<file path="src/logic/axil_region_pkg.sv">
package axil_region_pkg;

	//////////////////////////////////////////////////
	// Bus geometry
	//////////////////////////////////////////////////

	// Byte address and fixed AXI-lite data width
	localparam int ADDR_WIDTH = 5;
	localparam int DATA_WIDTH = 32;

	// Register file size and word index width
	localparam int NREGS = 4;
	localparam int IDX_WIDTH = $clog2(NREGS);

	// Byte offset bits inside one word, ignored by decode
	localparam int ADDR_LSB = $clog2(DATA_WIDTH / 8);

	// Top address bit splits registers from the error region
	localparam int SEL_BIT = ADDR_WIDTH - 1;

	// Response codes
	localparam logic [1:0] RESP_OKAY = 2'b00;
	localparam logic [1:0] RESP_DECERR = 2'b11;

	//////////////////////////////////////////////////
	// Channel payloads
	//////////////////////////////////////////////////

	typedef struct packed {
		logic [ADDR_WIDTH-1:0] addr;
	} axil_aw_t;

	typedef struct packed {
		logic [DATA_WIDTH-1:0]   data;
		logic [DATA_WIDTH/8-1:0] strb;
	} axil_w_t;

	typedef struct packed {
		logic [ADDR_WIDTH-1:0] addr;
	} axil_ar_t;

	typedef struct packed {
		logic [DATA_WIDTH-1:0] data;
		logic [1:0]            resp;
	} axil_r_t;

endpackage

</file>
<file path="src/logic/axil_skid.sv">
`timescale 1ns/1ps

module axil_skid #(
	parameter type T = logic
) (
	input  logic S_AXI_ACLK,
	input  logic i_reset,
	// Upstream side
	input  logic i_valid,
	output logic o_ready,
	input  T     i_data,
	// Downstream side
	output logic o_valid,
	input  logic i_ready,
	output T     o_data
);

	// Holding register for one stalled item
	logic r_valid;
	T     r_data;

	//////////////////////////////////////////////////
	// Holding register control
	//////////////////////////////////////////////////

	always_ff @(posedge S_AXI_ACLK) begin
		if (i_reset) begin
			r_valid <= 1'b0;
		end else if (i_valid && o_ready && !i_ready) begin
			// Item accepted upstream but stalled downstream
			r_valid <= 1'b1;
		end else if (i_ready) begin
			// Held item drains first
			r_valid <= 1'b0;
		end
	end

	// Payload follows the input while the holding slot is free
	always_ff @(posedge S_AXI_ACLK) begin
		if (o_ready)
			r_data <= i_data;
	end

	//////////////////////////////////////////////////
	// Outputs
	//////////////////////////////////////////////////

	// Ready depends on internal state only
	assign o_ready = !r_valid;

	// Zero-cycle pass-through when nothing is held
	assign o_valid = i_valid || r_valid;
	assign o_data = r_valid ? r_data : i_data;

endmodule

</file>
<file path="src/logic/axil_route.sv">
`timescale 1ns/1ps

module axil_route (
	input  logic                             S_AXI_ACLK,
	input  logic                             i_reset,
	// Buffered requests
	input  logic                             i_awvalid,
	output logic                             o_awready,
	input  axil_region_pkg::axil_aw_t        i_aw,
	input  logic                             i_wvalid,
	output logic                             o_wready,
	input  axil_region_pkg::axil_w_t         i_w,
	input  logic                             i_arvalid,
	output logic                             o_arready,
	input  axil_region_pkg::axil_ar_t        i_ar,
	// Register target
	output logic                             o_reg_wr,
	output logic [axil_region_pkg::IDX_WIDTH-1:0]  o_reg_wr_idx,
	output axil_region_pkg::axil_w_t         o_reg_w,
	output logic                             o_reg_rd,
	output logic [axil_region_pkg::IDX_WIDTH-1:0]  o_reg_rd_idx,
	input  logic                             i_reg_bvalid,
	input  logic                             i_reg_rvalid,
	input  logic [axil_region_pkg::DATA_WIDTH-1:0] i_reg_rdata,
	// Error target
	output logic                             o_err_wr,
	output logic                             o_err_rd,
	input  logic                             i_err_bvalid,
	input  logic                             i_err_rvalid,
	// Merged responses
	output logic                             o_bvalid,
	input  logic                             i_bready,
	output logic [1:0]                       o_bresp,
	output logic                             o_rvalid,
	input  logic                             i_rready,
	output axil_region_pkg::axil_r_t         o_r,
	output logic                             o_back_b,
	output logic                             o_back_r
);

	import axil_region_pkg::*;

	logic wr_go, rd_go;
	logic wr_map, rd_map;
	// Owner of the outstanding response, set means error target
	logic r_b_err, r_r_err;

	//////////////////////////////////////////////////
	// Request side
	//////////////////////////////////////////////////

	// Address bit 4 clear selects the register file
	assign wr_map = !i_aw.addr[SEL_BIT];
	assign rd_map = !i_ar.addr[SEL_BIT];

	// One write in flight, AW and W taken together
	assign wr_go = i_awvalid && i_wvalid && !i_reg_bvalid && !i_err_bvalid;
	// One read in flight
	assign rd_go = i_arvalid && !i_reg_rvalid && !i_err_rvalid;

	assign o_awready = wr_go;
	assign o_wready = wr_go;
	assign o_arready = rd_go;

	// Steer strobes by decode
	assign o_reg_wr = wr_go && wr_map;
	assign o_err_wr = wr_go && !wr_map;
	assign o_reg_rd = rd_go && rd_map;
	assign o_err_rd = rd_go && !rd_map;

	// Word index, byte offset ignored
	assign o_reg_wr_idx = i_aw.addr[ADDR_LSB +: IDX_WIDTH];
	assign o_reg_rd_idx = i_ar.addr[ADDR_LSB +: IDX_WIDTH];
	assign o_reg_w = i_w;

	//////////////////////////////////////////////////
	// Response side
	//////////////////////////////////////////////////

	// Remember which target answers, stable until the next request
	always_ff @(posedge S_AXI_ACLK) begin
		if (i_reset) begin
			r_b_err <= 1'b0;
			r_r_err <= 1'b0;
		end else begin
			if (wr_go)
				r_b_err <= !wr_map;
			if (rd_go)
				r_r_err <= !rd_map;
		end
	end

	assign o_bvalid = i_reg_bvalid || i_err_bvalid;
	assign o_rvalid = i_reg_rvalid || i_err_rvalid;
	assign o_bresp = r_b_err ? RESP_DECERR : RESP_OKAY;

	// Error target returns zero data
	always_comb begin
		o_r.data = r_r_err ? '0 : i_reg_rdata;
		o_r.resp = r_r_err ? RESP_DECERR : RESP_OKAY;
	end

	// Handshake done, both targets see the acknowledge
	assign o_back_b = o_bvalid && i_bready;
	assign o_back_r = o_rvalid && i_rready;

endmodule

</file>
<file path="src/logic/axil_regs.sv">
`timescale 1ns/1ps

module axil_regs (
	input  logic                                   S_AXI_ACLK,
	input  logic                                   i_reset,
	// Write strobe with word index and payload
	input  logic                                   i_wr,
	input  logic [axil_region_pkg::IDX_WIDTH-1:0]  i_wr_idx,
	input  axil_region_pkg::axil_w_t               i_w,
	// Read strobe with word index
	input  logic                                   i_rd,
	input  logic [axil_region_pkg::IDX_WIDTH-1:0]  i_rd_idx,
	// Response acknowledges
	input  logic                                   i_back_b,
	input  logic                                   i_back_r,
	output logic                                   o_bvalid,
	output logic                                   o_rvalid,
	output logic [axil_region_pkg::DATA_WIDTH-1:0] o_rdata
);

	import axil_region_pkg::*;

	logic [DATA_WIDTH-1:0] r_mem [NREGS];

	//////////////////////////////////////////////////
	// Register file
	//////////////////////////////////////////////////

	always_ff @(posedge S_AXI_ACLK) begin
		if (i_reset) begin
			for (int i = 0; i < NREGS; i++)
				r_mem[i] <= '0;
		end else if (i_wr) begin
			// Only strobed bytes change
			for (int b = 0; b < DATA_WIDTH / 8; b++) begin
				if (i_w.strb[b])
					r_mem[i_wr_idx][8*b +: 8] <= i_w.data[8*b +: 8];
			end
		end
	end

	// Read data sampled with the strobe, held until accepted
	always_ff @(posedge S_AXI_ACLK) begin
		if (i_rd)
			o_rdata <= r_mem[i_rd_idx];
	end

	//////////////////////////////////////////////////
	// Response flags
	//////////////////////////////////////////////////

	always_ff @(posedge S_AXI_ACLK) begin
		if (i_reset) begin
			o_bvalid <= 1'b0;
			o_rvalid <= 1'b0;
		end else begin
			// Strobe wins over a stale acknowledge
			if (i_wr)
				o_bvalid <= 1'b1;
			else if (i_back_b)
				o_bvalid <= 1'b0;
			if (i_rd)
				o_rvalid <= 1'b1;
			else if (i_back_r)
				o_rvalid <= 1'b0;
		end
	end

endmodule

</file>
<file path="src/logic/axil_empty.sv">
`timescale 1ns/1ps

module axil_empty (
	input  logic S_AXI_ACLK,
	input  logic i_reset,
	// Request strobes from the router
	input  logic i_wr,
	input  logic i_rd,
	// Acknowledges once the master takes the response
	input  logic i_back_b,
	input  logic i_back_r,
	// Response pending flags
	output logic o_bvalid,
	output logic o_rvalid
);

	//////////////////////////////////////////////////
	// Write response flag
	//////////////////////////////////////////////////

	// Unmapped write completes with DECERR one cycle later
	always_ff @(posedge S_AXI_ACLK) begin
		if (i_reset)
			o_bvalid <= 1'b0;
		else if (i_wr)
			o_bvalid <= 1'b1;
		else if (i_back_b)
			o_bvalid <= 1'b0;
	end

	//////////////////////////////////////////////////
	// Read response flag
	//////////////////////////////////////////////////

	// No data held here
	// zero read data comes from the router merge
	always_ff @(posedge S_AXI_ACLK) begin
		if (i_reset)
			o_rvalid <= 1'b0;
		else if (i_rd)
			o_rvalid <= 1'b1;
		else if (i_back_r)
			o_rvalid <= 1'b0;
	end

endmodule

</file>
<file path="src/logic/axil_region.sv">
`timescale 1ns/1ps

module axil_region (
	input  logic                      S_AXI_ACLK,
	input  logic                      i_reset,
	// Write address
	input  logic                      i_awvalid,
	output logic                      o_awready,
	input  axil_region_pkg::axil_aw_t i_aw,
	// Write data
	input  logic                      i_wvalid,
	output logic                      o_wready,
	input  axil_region_pkg::axil_w_t  i_w,
	// Write response
	output logic                      o_bvalid,
	input  logic                      i_bready,
	output logic [1:0]                o_bresp,
	// Read address
	input  logic                      i_arvalid,
	output logic                      o_arready,
	input  axil_region_pkg::axil_ar_t i_ar,
	// Read response
	output logic                      o_rvalid,
	input  logic                      i_rready,
	output axil_region_pkg::axil_r_t  o_r
);

	import axil_region_pkg::*;

	// Buffered request channels
	logic     aw_valid, aw_ready, w_valid, w_ready, ar_valid, ar_ready;
	axil_aw_t aw_buf;
	axil_w_t  w_buf;
	axil_ar_t ar_buf;

	// Router to targets
	logic                  reg_wr, reg_rd, err_wr, err_rd;
	logic [IDX_WIDTH-1:0]  reg_wr_idx, reg_rd_idx;
	axil_w_t               reg_w;
	logic                  reg_bvalid, reg_rvalid, err_bvalid, err_rvalid;
	logic [DATA_WIDTH-1:0] reg_rdata;
	logic                  back_b, back_r;

	//////////////////////////////////////////////////
	// Request skid buffers
	//////////////////////////////////////////////////

	axil_skid #(.T(axil_aw_t)) awskid (
		.S_AXI_ACLK(S_AXI_ACLK), .i_reset(i_reset),
		.i_valid(i_awvalid), .o_ready(o_awready), .i_data(i_aw),
		.o_valid(aw_valid), .i_ready(aw_ready), .o_data(aw_buf));

	axil_skid #(.T(axil_w_t)) wskid (
		.S_AXI_ACLK(S_AXI_ACLK), .i_reset(i_reset),
		.i_valid(i_wvalid), .o_ready(o_wready), .i_data(i_w),
		.o_valid(w_valid), .i_ready(w_ready), .o_data(w_buf));

	axil_skid #(.T(axil_ar_t)) arskid (
		.S_AXI_ACLK(S_AXI_ACLK), .i_reset(i_reset),
		.i_valid(i_arvalid), .o_ready(o_arready), .i_data(i_ar),
		.o_valid(ar_valid), .i_ready(ar_ready), .o_data(ar_buf));

	//////////////////////////////////////////////////
	// Router and targets
	//////////////////////////////////////////////////

	axil_route route (
		.S_AXI_ACLK(S_AXI_ACLK), .i_reset(i_reset),
		.i_awvalid(aw_valid), .o_awready(aw_ready), .i_aw(aw_buf),
		.i_wvalid(w_valid), .o_wready(w_ready), .i_w(w_buf),
		.i_arvalid(ar_valid), .o_arready(ar_ready), .i_ar(ar_buf),
		.o_reg_wr(reg_wr), .o_reg_wr_idx(reg_wr_idx), .o_reg_w(reg_w),
		.o_reg_rd(reg_rd), .o_reg_rd_idx(reg_rd_idx),
		.i_reg_bvalid(reg_bvalid), .i_reg_rvalid(reg_rvalid), .i_reg_rdata(reg_rdata),
		.o_err_wr(err_wr), .o_err_rd(err_rd),
		.i_err_bvalid(err_bvalid), .i_err_rvalid(err_rvalid),
		.o_bvalid(o_bvalid), .i_bready(i_bready), .o_bresp(o_bresp),
		.o_rvalid(o_rvalid), .i_rready(i_rready), .o_r(o_r),
		.o_back_b(back_b), .o_back_r(back_r));

	axil_regs regs (
		.S_AXI_ACLK(S_AXI_ACLK), .i_reset(i_reset),
		.i_wr(reg_wr), .i_wr_idx(reg_wr_idx), .i_w(reg_w),
		.i_rd(reg_rd), .i_rd_idx(reg_rd_idx),
		.i_back_b(back_b), .i_back_r(back_r),
		.o_bvalid(reg_bvalid), .o_rvalid(reg_rvalid), .o_rdata(reg_rdata));

	axil_empty empty (
		.S_AXI_ACLK(S_AXI_ACLK), .i_reset(i_reset),
		.i_wr(err_wr), .i_rd(err_rd),
		.i_back_b(back_b), .i_back_r(back_r),
		.o_bvalid(err_bvalid), .o_rvalid(err_rvalid));

endmodule

</file>
<file path="config.mk">
export PLATFORM = sky130hd
export DESIGN_NAME = axil_region
export DESIGN_NICKNAME = d
export VERILOG_FILES = /design/src/logic/axil_region_pkg.sv /design/src/logic/axil_skid.sv /design/src/logic/axil_route.sv /design/src/logic/axil_regs.sv /design/src/logic/axil_empty.sv /design/src/logic/axil_region.sv
export SDC_FILE = /design/constraint.sdc
export NUM_CORES = 1
export LEC_CHECK = 0
export ABC_AREA = 1
export BUFFER_PORTS_ARGS = -buffer_cell sky130_fd_sc_hd__buf_4
export CORE_ASPECT_RATIO = 1.1
export CORE_MARGIN = 2
export CORE_UTILIZATION = 43
export DETAILED_ROUTE_END_ITERATION = 7
export GPL_TIMING_DRIVEN = 0
export PLACE_DENSITY_LB_ADDON = 0.08
export SYNTH_ARGS = -nofsm -noshare
export SYNTH_HDL_FRONTEND = slang
export SYNTH_SLANG_ARGS = --single-unit
</file>
<file path="constraint.sdc">
create_clock -name S_AXI_ACLK -period 5 [get_ports S_AXI_ACLK]
set_input_delay 0.75 -clock S_AXI_ACLK [delete_from_list [all_inputs] [get_ports S_AXI_ACLK]]
set_output_delay 0.75 -clock S_AXI_ACLK [all_outputs]
set_load 0.005 [all_outputs]
</file>
==> results.md <==
* Status: completed
* Starting density of the core at 43.6%
* Layout overhead on the synthesized area at 19.5%
* Post-route DRC violation count at 0
* Via Count at 6381
* Worst Hold Path Cells at 3
* Diodes inserted at 0
* Num CTS Buffers at 23
* Max VDD drop at 0.234 mV
* Core area at 0.0212 mm²
* Die width at 144 µm
* Mapped Area at 0.00926 mm²
* Slew Viols, Final at 0
* Worst R2R Path Depth at 7
* Hold Vio Cnt, Final at 0
* Max-cap violation count at 0
* Final worst path period need at 2.92 ns
* Syn. warnings at 0
* Most frequent cells in the layout: nand2_1, edfxtp_1, buf_4
* Post-synthesis mux area share at 0%
* NumNets Final at 1031
* Worst slack at placement at 1.59 ns
* Critical Setup Path Class: flop to flop
* Synth area leader: edfxtp_1
* Die footprint at 0.0227 mm²
* Total clock sinks at 211
* Post-Synth Adder-Cell Area at 0%
* Clk buf depth at 3
* Initial antenna violation count at 0
* Hold Buf Count CTS at 0
* Post-synth cell types at 28
* Num rows at 56
* XOR/XNOR Fraction of Synth Area at 0%
* Clock Skews at 0.0110 ns
* Commonest non-fill, non-tap cell in the layout: nand2_1
* Post-CTS setup buffer count at 0
* Syn_nets at 915
* Compound-cell area share of the yosys netlist at 6.69%
* Cell Pwr Density at 379 mW/mm²
* Post-cts sizing count at 0
* Yosys top cell area share at 51.9%
* Max Clk Rate at 342 MHz
* Initial drt markers at 381
* Share of cells above drive strength 1 at 24.0%
* Final WS setup at 2.08 ns
* Routed Antenna Nets at 0
* Die Y at 158 µm
* First-pass GRT wire length at 35200 µm
* Filler Cell Count at 1972
* GPL Wtd Cong at 0.780
* Vias in the first global route at 6290
* Simple-gate area share of the yosys netlist at 23.1%
* Synth top area cells: edfxtp_1, dfxtp_1, nand2_1
* Pin count of the biggest net entering global routing at 22
* WL/cell at 17.4 µm
* Sequential area share after synthesis at 62.9%
* Main combinational cell family by area after synthesis: simple AND/OR/NAND/NOR gates
* Via-to-Cell Ratio at 4.97
* Number of port buffers at 89
* I/O Pins at 94
* CTS tree: built
* Initial DRT Pass Iterations at 5
* Final setup vio count at 0
* Unrepaired setup endpoints after global routing: false
* Rel. slew slack at 5.64%
* Leakage at 4.48 nW
* Mapped Cells at 862
* Crit path DAT at 3.03 ns
* Worst endpoint required time at 5.11 ns
* Htree depth at 1
* Gr usage total at 20.4%
* Synth Register Bits at 211
* Placed Cells at 1242
* Grt ovf at 0
* Min-Delay Path Class: input port to flop
* Mean area per synthesized cell at 10.7 µm²
* Least-Margin Pin Slew at 1.40 ns
* Post-DP HPWL at 15700 µm
* Worst Setup Start Kind: flop
* Max FO, Critical Path at 10
* Worst setup EP type: flop
* Final period utilization at 58.4%
* Clock Latency Late Sink at 0.51 ns
* Reg clk slew, reported paths at 0.06 ns
* Root Driver: clkbuf_16
* Non-Filler Instances at 1285
* Drt total wl at 22300 µm
* Final setup TNS at 0 ns
-- per-stage QoR --
stage                     utilization [%]  power [mW]  cell area, µm²  hold slack [ns]
after floorplan                         -        2.37            9260            0.423
after global placement               48.5        2.58           10300            0.436
after detailed placement             48.6        2.59           10300            0.440
after CTS                            52.1        4.23           11100            0.449
after global routing                 52.1        4.37           11100            0.452
final                                52.1        4.20           11100            0.455
-- Yosys cell counts, drive strengths merged --
cell type / n
a21oi: 40
nand3: 34
clkbuf: 24
dfxtp: 51
a31oi: 1
o21ai: 17
nand4: 3
nor3: 98
a32oi: 32
inv: 85
buf: 36
nand2: 229
edfxtp: 160
nor2: 49
or2: 3
-- power by group --
group / internal [mW] / switching [mW]
Clock: 0.975 / 0.677
Combinational: 0.173 / 0.330
Sequential: 2.01 / 0.0316
-- cells by family after synthesis --
logic type | after synthesis
AND/OR/NAND/NOR | 416
flip-flops | 211
buffers and inverters | 145
AO/OA/AOI/OAI | 90
-- final timing paths --
check	start	endpoint	slack, ns
worst max register to register	wskid.r_valid	regs.r_mem[1][10]	2.08
worst min-delay path	i_w[23]	wskid.r_data[23]	0.46
worst min register to register	wskid.r_data[25]	wskid.r_data[25]	0.46
worst max-delay path	wskid.r_valid	regs.r_mem[1][10]	2.08
-- layout make-up --
cell class	instances	area (µm²)	area share, %
clock inverter	6	70.1	0.633
sequential	211	5830	52.7
clock buffer	36	668	6.04
multi-input combinational	506	2760	25.0
inverter	85	319	2.88
tap	290	363	3.28
timing repair buffer	91	701	6.33
buffer	60	354	3.20
-- layer usage --
metal  global-route usage, %  vias to the layer above  part of all wire [%]
li1                        -                     3179                     -
met5                       0                        -                     0
met4                    4.25                        0                   1.3
met2                    34.7                      158                    48
met3                    3.81                       20                   5.9
met1                    27.3                     3024                    45
-- worst max-delay path, stage by stage (launching register included) --
cell	delay (ns)
dfxtp_1	0.34
buf_4	0.19
nor2_1	0.09
inv_1	0.11
nand3_4	0.13
nor2_8	0.25
nand4_4	0.26
o21ai_0	1.15
-- flip-flops by register name, summed over array words and instances, names as in the netlist --
name            cells
awskid.r_data       3
empty.o_rvalid      1
regs.o_rdata       32
empty.o_bvalid      1
regs.r_mem        128
regs.o_rvalid       1
arskid.r_valid      1
route.r_r_err       1
arskid.r_data       3
route.r_b_err       1
awskid.r_valid      1
wskid.r_data       36
regs.o_bvalid       1
wskid.r_valid       1
No activity file was read; power rests on OpenSTA's default activity.
